[config.mk]
export PLATFORM = sky130hd
export DESIGN_NAME = controlUnit
export DESIGN_NICKNAME = d
export VERILOG_FILES = /design/src/cuPkg.sv /design/src/stepIf.sv /design/src/decodeIf.sv /design/src/controlUnit.sv /design/src/controlEncoder.sv /design/src/microSequencer.sv /design/src/instrDecoder.sv
export SDC_FILE = /design/constraint.sdc
export NUM_CORES = 1
export LEC_CHECK = 0
export BUFFER_PORTS_ARGS = -buffer_cell sky130_fd_sc_hd__buf_2
export CORE_MARGIN = 2
export CORE_UTILIZATION = 45
export CTS_CLUSTER_SIZE = 16
export DETAILED_ROUTE_END_ITERATION = 10
export GPL_TIMING_DRIVEN = 0
export PLACE_DENSITY_LB_ADDON = 0.15
export SYNTH_ARGS = -nofsm -noshare
export SYNTH_HDL_FRONTEND = slang
export SYNTH_SLANG_ARGS = --single-unit
[constraint.sdc]
create_clock -name clk -period 1.6 [get_ports clk]
set_clock_uncertainty 0.1 [all_clocks]
set_input_delay 0.32 -clock clk [delete_from_list [all_inputs] [get_ports clk]]
set_output_delay 0.32 -clock clk [all_outputs]
set_load 0.05 [all_outputs]
[src/cuPkg.sv]
package cuPkg;

	localparam int WORD_WIDTH = 32;

	// Instruction field positions
	localparam int CLASS_MSB    = 27;
	localparam int CLASS_LSB    = 25;
	localparam int OPCODE_MSB   = 24;
	localparam int OPCODE_LSB   = 21;
	localparam int BIT_S        = 20;  // Set flags, data processing
	localparam int BIT_L        = 20;  // Load, transfers
	localparam int BIT_P        = 24;  // Pre-index
	localparam int BIT_U        = 23;  // Up, add offset
	localparam int BIT_B        = 22;  // Byte transfer
	localparam int BIT_W        = 21;  // Writeback
	localparam int BIT_SHIFTREG = 4;   // Shift amount from register
	localparam int BIT_7        = 7;

	// Opcodes that only write flags
	localparam logic [3:0] OPC_TST = 4'b1000;
	localparam logic [3:0] OPC_TEQ = 4'b1001;

	// Codes of the class field for the supported formats
	localparam logic [2:0] CLS_DP_REG = 3'b000;
	localparam logic [2:0] CLS_DP_IMM = 3'b001;
	localparam logic [2:0] CLS_LS_IMM = 3'b010;
	localparam logic [2:0] CLS_LS_REG = 3'b011;

	typedef enum logic [1:0] {
		ClsDataProc,
		ClsDataTest,
		ClsLoadStore,
		ClsIllegal
	} instrClass_t;

	typedef enum logic [1:0] {
		IdxOffset,
		IdxPre,   // Pre-index with writeback
		IdxPost
	} indexMode_t;

	typedef enum logic [2:0] {
		StFetch,
		StFetchRelease,
		StDecode,
		StAluOp,
		StAddrCalc,
		StMemAccess,
		StMemRelease,
		StWriteBack
	} seqStep_t;

endpackage
[src/stepIf.sv]
`timescale 1ns/10ps

interface stepIf;
	import cuPkg::*;

	seqStep_t    step;
	logic        active;  // Low until the first cycle after reset
	logic        skip;    // Condition failed
	instrClass_t instrClass;
	logic        setFlags;
	logic        isLoad;
	logic        isByte;
	logic        subtract;
	indexMode_t  indexMode;

	modport seq (output step, active, skip, instrClass, setFlags, isLoad, isByte,
		subtract, indexMode);

	modport enc (input step, active, skip, instrClass, setFlags, isLoad, isByte,
		subtract, indexMode);

endinterface

[src/decodeIf.sv]
`timescale 1ns/10ps

interface decodeIf;
	import cuPkg::*;

	logic        irCapture;  // Load instruction register
	instrClass_t instrClass;
	logic        setFlags;
	logic        isLoad;
	logic        isByte;
	logic        subtract;
	indexMode_t  indexMode;

	modport dec (
		input  irCapture,
		output instrClass, setFlags, isLoad, isByte, subtract, indexMode
	);

	modport seq (
		output irCapture,
		input  instrClass, setFlags, isLoad, isByte, subtract, indexMode
	);

endinterface

[src/controlUnit.sv]
`timescale 1ns/10ps

module controlUnit (
	input  logic                         clk,
	input  logic                         rst,
	input  logic [cuPkg::WORD_WIDTH-1:0] memData,
	input  logic                         cond,
	input  logic                         moc,
	output logic                         memFa,
	output logic                         memRead,
	output logic                         regWrite,
	output logic                         flagWrite,
	output logic                         addrWriteback,
	output logic                         aluSub,
	output logic                         byteMode,
	output logic                         illegal,
	output logic                         instrDone
);

	decodeIf decBus ();  // Decoder to sequencer
	stepIf   stepBus ();  // Sequencer to encoder

	instrDecoder uDecoder (
		.clk     (clk),
		.rst     (rst),
		.memData (memData),
		.dIf     (decBus.dec)
	);

	microSequencer uSequencer (
		.clk  (clk),
		.rst  (rst),
		.cond (cond),
		.moc  (moc),
		.dIf  (decBus.seq),
		.sIf  (stepBus.seq)
	);

	controlEncoder uEncoder (
		.sIf           (stepBus.enc),
		.memFa         (memFa),
		.memRead       (memRead),
		.regWrite      (regWrite),
		.flagWrite     (flagWrite),
		.addrWriteback (addrWriteback),
		.aluSub        (aluSub),
		.byteMode      (byteMode),
		.illegal       (illegal),
		.instrDone     (instrDone)
	);

endmodule

[src/controlEncoder.sv]
`timescale 1ns/10ps

module controlEncoder (
	stepIf.enc   sIf,
	output logic memFa,
	output logic memRead,
	output logic regWrite,
	output logic flagWrite,
	output logic addrWriteback,
	output logic aluSub,
	output logic byteMode,
	output logic illegal,
	output logic instrDone
);
	import cuPkg::*;

	logic inFetch;
	logic inDecode;
	logic inAlu;
	logic inMem;
	logic inWb;
	logic isIllegal;

	assign inFetch   = (sIf.step == StFetch) && sIf.active;
	assign inDecode  = (sIf.step == StDecode);
	assign inAlu     = (sIf.step == StAluOp);
	assign inMem     = (sIf.step == StMemAccess);
	assign inWb      = (sIf.step == StWriteBack);
	assign isIllegal = (sIf.instrClass == ClsIllegal);

	// Request is held until moc, so memFa follows the access steps
	assign memFa   = inFetch || inMem;
	assign memRead = inFetch || (inMem && sIf.isLoad);

	assign regWrite = (inAlu && sIf.instrClass != ClsDataTest)
		|| (inWb && sIf.isLoad);  // Load data to Rd
	assign flagWrite = inAlu && (sIf.instrClass == ClsDataTest || sIf.setFlags);

	assign addrWriteback = inWb && (sIf.indexMode != IdxOffset);  // Base update
	assign aluSub        = (sIf.step == StAddrCalc) && sIf.subtract;
	assign byteMode      = inMem && sIf.isByte;

	assign illegal = inDecode && !sIf.skip && isIllegal;

	// Last step of each path
	assign instrDone = inAlu || inWb || (inDecode && (sIf.skip || isIllegal));

endmodule

[src/microSequencer.sv]
`timescale 1ns/10ps

module microSequencer (
	input  logic clk,
	input  logic rst,
	input  logic cond,
	input  logic moc,
	decodeIf.seq dIf,
	stepIf.seq   sIf
);
	import cuPkg::*;

	seqStep_t step;
	seqStep_t nextStep;
	logic     active;
	logic     decodeEntry;

	// Holds off the first fetch until reset is released
	always_ff @(posedge clk) begin
		if (rst)
			active <= 1'b0;
		else
			active <= 1'b1;
	end

	always_ff @(posedge clk) begin
		if (rst)
			step <= StFetch;
		else
			step <= nextStep;
	end

	always_comb begin
		nextStep = step;
		case (step)
			StFetch: begin
				if (active && moc)
					nextStep = StFetchRelease;
			end
			StFetchRelease: begin
				if (!moc)
					nextStep = StDecode;
			end
			StDecode: begin
				if (!cond || sIf.instrClass == ClsIllegal)
					nextStep = StFetch;  // Skip or report, then next fetch
				else if (sIf.instrClass == ClsLoadStore)
					nextStep = StAddrCalc;
				else
					nextStep = StAluOp;
			end
			StAluOp:
				nextStep = StFetch;
			StAddrCalc:
				nextStep = StMemAccess;
			StMemAccess: begin
				if (moc)
					nextStep = StMemRelease;
			end
			StMemRelease: begin
				if (!moc)
					nextStep = StWriteBack;
			end
			StWriteBack:
				nextStep = StFetch;
			default:
				nextStep = StFetch;
		endcase
	end

	// Instruction word is valid on memData while moc is high
	assign dIf.irCapture = (step == StFetch) && active && moc;

	// Attributes are loaded on the edge into StDecode and held to the end
	assign decodeEntry = (step == StFetchRelease) && !moc;

	always_ff @(posedge clk) begin
		if (rst) begin
			sIf.instrClass <= ClsDataProc;
			sIf.setFlags   <= 1'b0;
			sIf.isLoad     <= 1'b0;
			sIf.isByte     <= 1'b0;
			sIf.subtract   <= 1'b0;
			sIf.indexMode  <= IdxOffset;
		end else if (decodeEntry) begin
			sIf.instrClass <= dIf.instrClass;
			sIf.setFlags   <= dIf.setFlags;
			sIf.isLoad     <= dIf.isLoad;
			sIf.isByte     <= dIf.isByte;
			sIf.subtract   <= dIf.subtract;
			sIf.indexMode  <= dIf.indexMode;
		end
	end

	assign sIf.step   = step;
	assign sIf.active = active;
	assign sIf.skip   = ~cond;  // Only looked at in StDecode

endmodule

[src/instrDecoder.sv]
`timescale 1ns/10ps

module instrDecoder (
	input  logic                         clk,
	input  logic                         rst,
	input  logic [cuPkg::WORD_WIDTH-1:0] memData,
	decodeIf.dec                         dIf
);
	import cuPkg::*;

	logic [WORD_WIDTH-1:0] ir;
	logic                  irValid;
	logic [2:0]            clsField;
	logic [3:0]            opcode;
	logic                  testOpc;
	logic                  shiftByReg;
	logic                  extForm;

	// Instruction register
	always_ff @(posedge clk) begin
		if (dIf.irCapture)
			ir <= memData;
	end

	always_ff @(posedge clk) begin
		if (rst)
			irValid <= 1'b0;
		else if (dIf.irCapture)
			irValid <= 1'b1;
	end

	assign clsField = ir[CLASS_MSB:CLASS_LSB];
	assign opcode   = ir[OPCODE_MSB:OPCODE_LSB];
	assign testOpc  = (opcode == OPC_TST) || (opcode == OPC_TEQ);

	// Bit 4 set in class 000 is shift-by-register, or the extra load/store
	// space when bit 7 is also set
	assign shiftByReg = ~ir[BIT_7] & ir[BIT_SHIFTREG];
	assign extForm    = ir[BIT_7] & ir[BIT_SHIFTREG];

	always_comb begin
		dIf.instrClass = ClsIllegal;
		if (irValid) begin
			case (clsField)
				CLS_DP_REG: begin
					if (!shiftByReg && !extForm)
						dIf.instrClass = testOpc ? ClsDataTest : ClsDataProc;
				end
				CLS_DP_IMM:
					dIf.instrClass = testOpc ? ClsDataTest : ClsDataProc;
				CLS_LS_IMM:
					dIf.instrClass = ClsLoadStore;
				CLS_LS_REG: begin
					if (!ir[BIT_SHIFTREG])  // Bit 4 set is a media op
						dIf.instrClass = ClsLoadStore;
				end
				default:
					dIf.instrClass = ClsIllegal;  // Multiple, branch, coprocessor
			endcase
		end
	end

	assign dIf.setFlags = ir[BIT_S];
	assign dIf.isLoad   = ir[BIT_L];
	assign dIf.isByte   = ir[BIT_B];
	assign dIf.subtract = ~ir[BIT_U];

	always_comb begin
		if (!ir[BIT_P])
			dIf.indexMode = IdxPost;
		else if (ir[BIT_W])
			dIf.indexMode = IdxPre;
		else
			dIf.indexMode = IdxOffset;
	end

endmodule

# Word level (Yosys, flattened, before mapping)
# Index checks and enable logic that the tools add are counted.
# totals
ff_bits	40
in_bits	36
output_inout_bits	9
wordCells	82
# op_classes
n_eq_ne	20
n_mux	15
n_bitwise	5
n_reduce_logical	33
# ops
operator	n
one-hot mux 3 bit (7 select lines)	1
two-way mux 3 bit	6
logical AND 1 bit	15
== test 3 x 2 -> 1 bit, second input constant	4
== test 3 bit, second input constant	4
logical OR 1 bit	9
== test 4 bit, second input constant	2
!= test 2 bit, second input constant	4
one-hot mux 2 bit (4 select lines)	1
== test 3 x 1 -> 1 bit, second input constant	2
logical NOT 3 bit	2
two-way mux 2 bit	3
== test 2 bit, second input constant	2
logical NOT 1 bit	4
two-way mux 1 bit	4
AND reduction 4 bit	1
NOT 1 bit	3
AND 1 bit	2
== test 2 x 1 -> 1 bit, second input constant	1
!= test 2 x 1 -> 1 bit, second input constant	1
nonzero test 2 bit	1
OR reduction 2 bit	1

# Logic depth before layout (Yosys ltp)
# Gate-level depths: netlist of the first run.
# depth
word_depth	7
ltp_mapped	5
mapped_depth_nobuf	3

# Hierarchy
# Synthesis of the first run repeated with hierarchy kept, for this count alone.
# hier_totals
cells_unflattened	105
hier_area_um2	1046.0
# modules_own_cells
module	instances	cells_per_inst	area_per_inst_um2	seq_area_each_um2
microSequencer	1	61	515.5	240.2
instrDecoder	1	22	364.1	290.3
controlEncoder	1	22	166.4	0.0

# Worst setup path before layout of the first run
# OpenSTA, ideal clock, no wires.
# synth_path
path_kind	register -> output
start	reg uSequencer.step[0], in the netlist uSequencer.sIf.step[0]
end	out illegal
t_arrival_ns	2.170
required_time_ns	1.180
path_slack_ns	-0.990
path_stages_with_launch	4
n_path_buf	2
cell_sequence	dfxtp_1 > buf_2 > buf_1 > nor4_1
# synth_between
elab_chain_cells	3
# synth_lines
element	line	text
start, declared	microSequencer.sv:13	seqStep_t step;
start signal, assigned	microSequencer.sv:28	step <= StFetch;
start signal, assigned	microSequencer.sv:30	step <= nextStep;
== test 3 x 2 -> 1 bit	controlEncoder.sv:25	assign inDecode = (sIf.step == StDecode);
logical AND 1 bit (2 in series)	controlEncoder.sv:43	assign illegal = inDecode && !sIf.skip && isIllegal;
end, declared	controlUnit.sv:16	output logic illegal,
# No other way between the ends.

# Final worst setup path of the first run
# layout_path
start	reg uSequencer.step[2], in the netlist uSequencer.sIf.step[2]
end	out illegal
# Same word-level chain as after synthesis.

==> run metrics, run 1 <==
outcome=finished, violations left; failing checks=setup timing; Vias per Instance=5.35; commonest non-fill, non-tap cell in the layout=buf_2; Req. time, crit path=1180 ps; post-synthesis sequential area ratio=52.8%; initial core utilization=48.3%; H-tree levels=1; GRT Total Usage=18.6%; routed wire length=2220 um; Hold Path Sink=uDecoder.ir[20]; initial antenna violation count=0; TritonCTS Buffers=3; pin count of the biggest net entering global routing=13; Max IR drop VDD=0.625 mV; DR DRC count=0; syn_area_per_cell=10.6 sq um; num ports=45; Post-Layout Cell Count=153; CTS tree=yes; pwr/cell area=763 nW/um^2; ant diodes=0; LEAKAGE=0.580 nW; RSZ-0062 raised after global routing=true; Core Util, Final=74.3%; die width=50.4 um; Max-slew headroom=65.4%; unique cell type count in the Yosys netlist=35; Slew @ Worst Pin=519 ps; Final #Nets=163; CTS clk-pin slew, worst paths=110 ps; clk buf depth=2; Ys Warns=0; vias post-DR=818; PnR worst setup slack=-131 ps; worst setup path class=flip-flop to primary output; most frequent cells in the layout=buf_2, edfxtp_1, buf_6, buf_4, dfxtp_1; row cnt=16; first-pass GRT wire length=3450 um; die area=2540 sq um; Worst Setup Start Kind=flip-flop; number of port buffers=20; Antenna Violating Nets Remaining=0; gpl congestion=0.816; Post-Syn Instances=91; DPL Wire Length=1370 um; crit path time final=1730 ps; clock sink total=21; core area=2000 sq um; CP Capture Type=primary output; drt pass-1 iters=4; DR WL/cell=14.5 um; initial DRC count=12; flops & latches, synth=21; cells on worst reg2reg path=7; Worst EP arrival=1310 ps; number of global-route vias before repair=763; hold path depth=1; Syn Nets=127; total grt overflow=0; fraction of layout cells with a size suffix above 1=53.2%; critical-path cell list=clkbuf_16, nor4_4, buf_6; Largest stage delay, worst path=390 ps; Die Span Y=50.4 um; fmax=0.578 GHz; count of hold-fix buffers inserted at cts=0; Area Growth Syn to Fin=53.8%; CP max FO=5; HP Start=memData[20]; synthesized cell area=967 sq um; Reg2Reg Setup Slack=40 ps; Slew Viols, Final=0; capture point of the worst reg-to-reg path=uSequencer.sIf.indexMode[1]; setup violators final=9; Root Driver=clkbuf_4; DP Cell Count=138; Worst-Skew Late Latency=310 ps; hold_ws=73.0 ps; Slowest cell on crit path=dfxtp_4; total of max-cap violations=0; Final period util=108%; final hold viol count=0; Hold Path Class=input port to flip-flop; Crit Reg-Reg Startpoint=uSequencer.sIf.step[1]
==> per-stage QoR <==
step	total power [W]	instance area (sq um)	setup WS (ps)	TNS, ps
floorplan	0.000767	1050	-28.3	-28.3
global placement	0.000810	1180	-59.9	-149
finish	0.00114	1490	-131	-905
CTS	0.00114	1480	-134	-942
global route	0.00118	1490	-176	-1310
detailed placement	0.000816	1180	-81.0	-225
==> synth_stat cells, drive strengths merged <==
cell | n | share of area [%]
edfxtp | 9 | 28
o21a | 2 | 1.6
nor3b | 1 | 0.78
maj3 | 1 | 1.0
o2111a | 2 | 2.3
a21oi | 7 | 3.6
dfxtp | 12 | 25
o22ai | 1 | 0.65
a32oi | 1 | 0.91
o21ai | 4 | 2.1
nor3 | 3 | 1.6
nand3 | 2 | 1.0
nand2 | 7 | 2.7
clkbuf | 3 | 1.2
nand3b | 1 | 0.78
a31oi | 2 | 1.3
mux2i | 2 | 2.1
xnor2 | 1 | 0.91
buf | 4 | 3.2
nor2 | 6 | 2.3
nand2b | 2 | 1.3
nor2b | 4 | 2.6
o32a | 1 | 1.0
a221oi | 1 | 0.91
a211o | 1 | 0.91
nor4b | 2 | 3.4
and3b | 1 | 0.91
nand4b | 1 | 0.91
inv | 2 | 0.78
nor4 | 1 | 0.65
and3 | 2 | 1.3
a211oi | 2 | 2.6
==> registers in the layout (all words and copies together), names as in the netlist <==
signal,flops
uDecoder.ir,9
uDecoder.irValid,1
uSequencer.sIf.active,1
uSequencer.sIf.indexMode,2
uSequencer.sIf.instrClass,2
uSequencer.sIf.isByte,1
uSequencer.sIf.isLoad,1
uSequencer.sIf.step,3
uSequencer.sIf.subtract,1
==> layout make-up <==
cell class	instances	area, sq um
clock buffers	3	22.5
flip-flops and latches	21	524
multi-input cells	61	498
fillers	139	514
plain buffers	6	91.3
repair buffers	32	303
well taps	27	33.8
clock inverters	1	5.00
inverters	2	10.0
==> cell families (layout without fill, tap and decap cells) <==
kind of cell	Yosys count	count (layout)	synth area share [%]
AO/OA/AOI/OAI	24	24	17.9
buffers and inverters	9	44	5.17
flip-flops	21	21	52.8
XOR/XNOR	1	1	0.906
adder cells (fa/ha/maj)	1	1	1.03
multiplexers	2	2	2.07
AND/OR/NAND/NOR	33	33	20.2
==> worst max-delay path, delay by kind of cell, from the launching register on <==
family,cells,cell delay [ps]
and+or+nand+nor,1,270
buffers and inverters,2,350
DFF,1,390
==> how the worst max path moves through the flow <==
stage / end / cells after the start / startpoint / slack (ps)
4_1_cts: illegal / 3 / uSequencer.sIf.step[2] / -130
3_3_place_gp: flagWrite / 4 / uSequencer.sIf.step[1] / -60
2_1_floorplan: illegal / 3 / uSequencer.sIf.step[0] / -30
3_5_place_dp: flagWrite / 4 / uSequencer.sIf.step[1] / -80
5_1_grt: memRead / 4 / uSequencer.sIf.step[0] / -180
6_report: illegal / 3 / uSequencer.sIf.step[2] / -130
==> report_power, final <==
| group | internal, W | switching, W | leakage, nW |
|---|---|---|---|
| Sequential | 0.000593 | 0.0000279 | 0.185 |
| Clock | 0.0000936 | 0.000166 | 0.0177 |
| Combinational | 0.000131 | 0.000124 | 0.378 |
==> repair_timing <==
item                       4_1_cts  5_1_grt
gates cloned                     3        0
resized for setup               47        2
buffers inserted                 8        1
pin swaps                        5        1
setup endpoints to repair        9       15
==> metal layers <==
metal | track usage, % | up-vias | wire length [um]
li1 | - | 412 | -
met1 | 21.0 | 379 | 996
met3 | 1.79 | 5 | 71
met5 | 0 | - | 0
met2 | 35.1 | 22 | 1110
met4 | 8.11 | 0 | 40
(Power assumes the default switching activity.)
==> run 2, diff against run 1 <==
--- a/config.mk
+++ b/config.mk
@@ -7,11 +7,12 @@
 export LEC_CHECK = 0
 export BUFFER_PORTS_ARGS = -buffer_cell sky130_fd_sc_hd__buf_2
 export CORE_MARGIN = 2
-export CORE_UTILIZATION = 45
+export CORE_UTILIZATION = 46
 export CTS_CLUSTER_SIZE = 16
 export DETAILED_ROUTE_END_ITERATION = 10
 export GPL_TIMING_DRIVEN = 0
 export PLACE_DENSITY_LB_ADDON = 0.15
 export SYNTH_ARGS = -nofsm -noshare
 export SYNTH_HDL_FRONTEND = slang
+export SYNTH_HIERARCHICAL = 1
 export SYNTH_SLANG_ARGS = --single-unit
==> run metrics, run 2 <==
outcome=finished, violations left; failing checks=setup timing; hold path depth=1 (unchanged); CP max FO=2 (-3); setup violators final=9 (unchanged); DP Cell Count=154 (+12%); Hold Path Class=input port to flip-flop; Post-Route M1 WL=943 um (-5.3%); Top reg by flops=uDecoder/ir; Largest stage delay, worst path=410 ps (+20 ps); die area=2670 sq um (+5.3%); first-pass GRT wire length=3480 um (+0.78%); fraction of layout cells with a size suffix above 1=45.8% (-7.4 points); routed wl met2=1120 um (+1.2%); crit path time final=1900 ps (+169 ps); placed cell areas=1240 sq um (+4.5%); commonest non-fill, non-tap cell in the layout=buf_6; H-tree levels=1 (unchanged); initial core utilization=47.7% (-0.57 points); Comb pwr share=14.3% (-8.2 points); die width=51.7 um (+2.6%); Fillers=176 (+27%); number of flip-flops in the largest register=9 (unchanged); ant diodes=0 (unchanged); Final #Nets=179 (+9.8%); pwr/cell area=792 nW/um^2 (+3.7%); Vias per Instance=5.28 (-1.2%); register area=536 sq um (+2.1%); CTS clk-pin slew, worst paths=120 ps (about the same); initial antenna violation count=0 (unchanged); internal cell power=0.000946 W (+16%); DPL Wire Length=1360 um (-0.83%); Async S/R FF share, synth=0% (unchanged); Synth area leaders=edfxtp_1, dfxtp_1, nand2_1, a21oi_1, inv_1; uppermost layer routed=met4; critical-path cell list=buf_6, or3b_4, a21oi_2, buf_6; combined area of the multi-input logic cells=512 sq um (+2.8%); CTS tree=yes; initial DRC count=16 (+4); TritonCTS Buffers=3 (unchanged); Core Util, Final=70.0% (-4.4 points); overall power=0.00121 W (+6.9%); final hold viol count=0 (unchanged); Max IR drop VDD=0.624 mV (-0.23%); Worst Setup Start Kind=flip-flop; PnR worst setup slack=-301 ps (-169 ps); synthesized cell area=1050 sq um (+8.1%); Yosys top cell area share=25.8% (-2.1 points); Sw Pwr=0.000267 W (-16%); commonest cells in the netlist=nand2_1, dfxtp_1, edfxtp_1; Root Driver=clkbuf_4; total grt overflow=0 (unchanged); syn_area_per_cell=9.96 sq um (-6.3%); Top FF cell, synth=dfxtp_1; clk buf depth=2 (unchanged); Post-Layout Cell Count=170 (+11%); met3 wire len=90 um (+27%); core area=2190 sq um (+9.4%); top flop regs=uDecoder/ir: 9 flops, uSequencer/sIf.step: 3 flops; drt pass-1 iters=4 (unchanged); Final Instance Area=1530 sq um (+3.0%); GRT Total Usage=17.4% (-1.2 points); Antenna Violating Nets Remaining=0 (unchanged); routed wire length=2170 um (-2.3%); Top cell by count, worst path=buf_6; worst setup path class=flip-flop to primary output; Post-Syn Instances=105 (+15%); Die Span Y=51.7 um (+2.6%); LEAKAGE=0.596 nW (+2.7%); DR WL/cell=12.8 um (-12%); count of hold-fix buffers inserted at cts=0 (unchanged); Max-slew headroom=69.0% (+3.6 points); DR DRC count=0 (unchanged); Reg power frac=51.5% (-3.2 points); Slowest cell on crit path=or3b_4; Syn Nets=141 (+11%); RSZ-0062 raised after global routing=true; pin count of the biggest net entering global routing=14 (+1); Slew Viols, Final=0 (unchanged); post-synthesis sequential area ratio=50.7% (-2.1 points); number of port buffers=21 (+5.0%); Final TNS setup=-1860 ps (-959 ps); number of global-route vias before repair=792 (+3.8%); cell taking the most area after synthesis=edfxtp_1; Ys Warns=6 (+6); most frequent cells in the layout=buf_6, nand2_1, buf_2, dfxtp_1, edfxtp_1; CP Capture Type=primary output; fmax=0.526 GHz (-8.9%); most frequent cell after synthesis=nand2_1; vias post-DR=898 (+9.8%); Clock Power Share=34.2% (+11 points); Worst-Skew Late Latency=300 ps (about the same); cells on worst reg2reg path=6 (-1); Worst EP arrival=1480 ps (+170 ps); Sw Share=22.0% (-5.9 points); total of max-cap violations=0 (unchanged); flops & latches, synth=22 (+4.8%); row cnt=17 (+1); Area Growth Syn to Fin=46.5%; num ports=45 (unchanged); Final period util=119% (+11 points); gpl congestion=0.765 (-6.3%); Slew @ Worst Pin=465 ps (-54.2 ps); Post-synth EDFFs=9 (unchanged); Req. time, crit path=1180 ps (about the same); clock sink total=22 (+4.8%); unique cell type count in the Yosys netlist=35 (unchanged)
[run 2: critical path: cells and delay by family (launching register included)]
family,cells,cell delay (ps)
compound gates,1,150
buf+inv,2,280
flops,1,340
simple gates,1,410
[run 2: repair_timing]
action                                  in CTS  in global routing
buffers inserted                             9                  5
hold endpoints to repair                     0                  0
gates cloned                                 0                  0
endpoints found under the setup margin       9                 28
gates resized for setup                     35                 11
pin swaps                                    9                 12
[run 2: power by group through the flow]
stage                     combinational [W]  sequential [W]  clock (W)
final                              0.000174        0.000625   0.000415
after detailed placement           0.000129        0.000636          0
after floorplan                   0.0000937        0.000632          0
after CTS                          0.000160        0.000624   0.000434
after global placement             0.000126        0.000635          0
after global routing               0.000187        0.000629   0.000451
[run 2: through the flow]
step,hold slack (ps),setup WS [ps]
2_1_floorplan,290,-164
3_3_place_gp,348,-70.8
3_5_place_dp,351,-80.1
4_1_cts,67.0,-335
5_1_grt,59.4,-349
6_report,84.3,-301
[run 2: path summary, 6_finish.rpt]
kind | startpoint | to | slack (ps)
worst max-delay path | uSequencer/sIf.step[2] | memRead | -300
worst max register to register | uSequencer/sIf.step[1] | uSequencer/sIf.isLoad | 60
worst min register to register | uSequencer/sIf.setFlags | uSequencer/sIf.setFlags | 370
worst min-delay path | memData[27] | uDecoder/ir[27] | 80
[run 2: area by class of cell]
cell class / count / share of cell area, %
multi-input combinational: 67 / 33.4
clock buffer: 3 / 1.47
sequential: 22 / 34.9
buffer: 7 / 3.84
inverter: 7 / 1.71
timing repair buffer: 35 / 20.4
tap: 28 / 2.29
clock inverter: 1 / 1.96
[run 2: cell families (layout without fill, tap and decap cells)]
kind of cell / count (synthesis) / count (layout) / synth area share, %
xor gates and xnor gates: 1 / 1 / 0.837
and+or+nand+nor: 42 / 42 / 23.6
AOI/OAI and AO/OA: 24 / 24 / 16.5
buffers and inverters: 16 / 53 / 8.37
DFF: 22 / 22 / 50.7
[run 2: metal layers]
layer,GRT usage [%],vias to the layer above
met5,0,-
met4,6.58,0
met3,1.72,2
met2,30.1,24
met1,22.4,428
li1,-,444
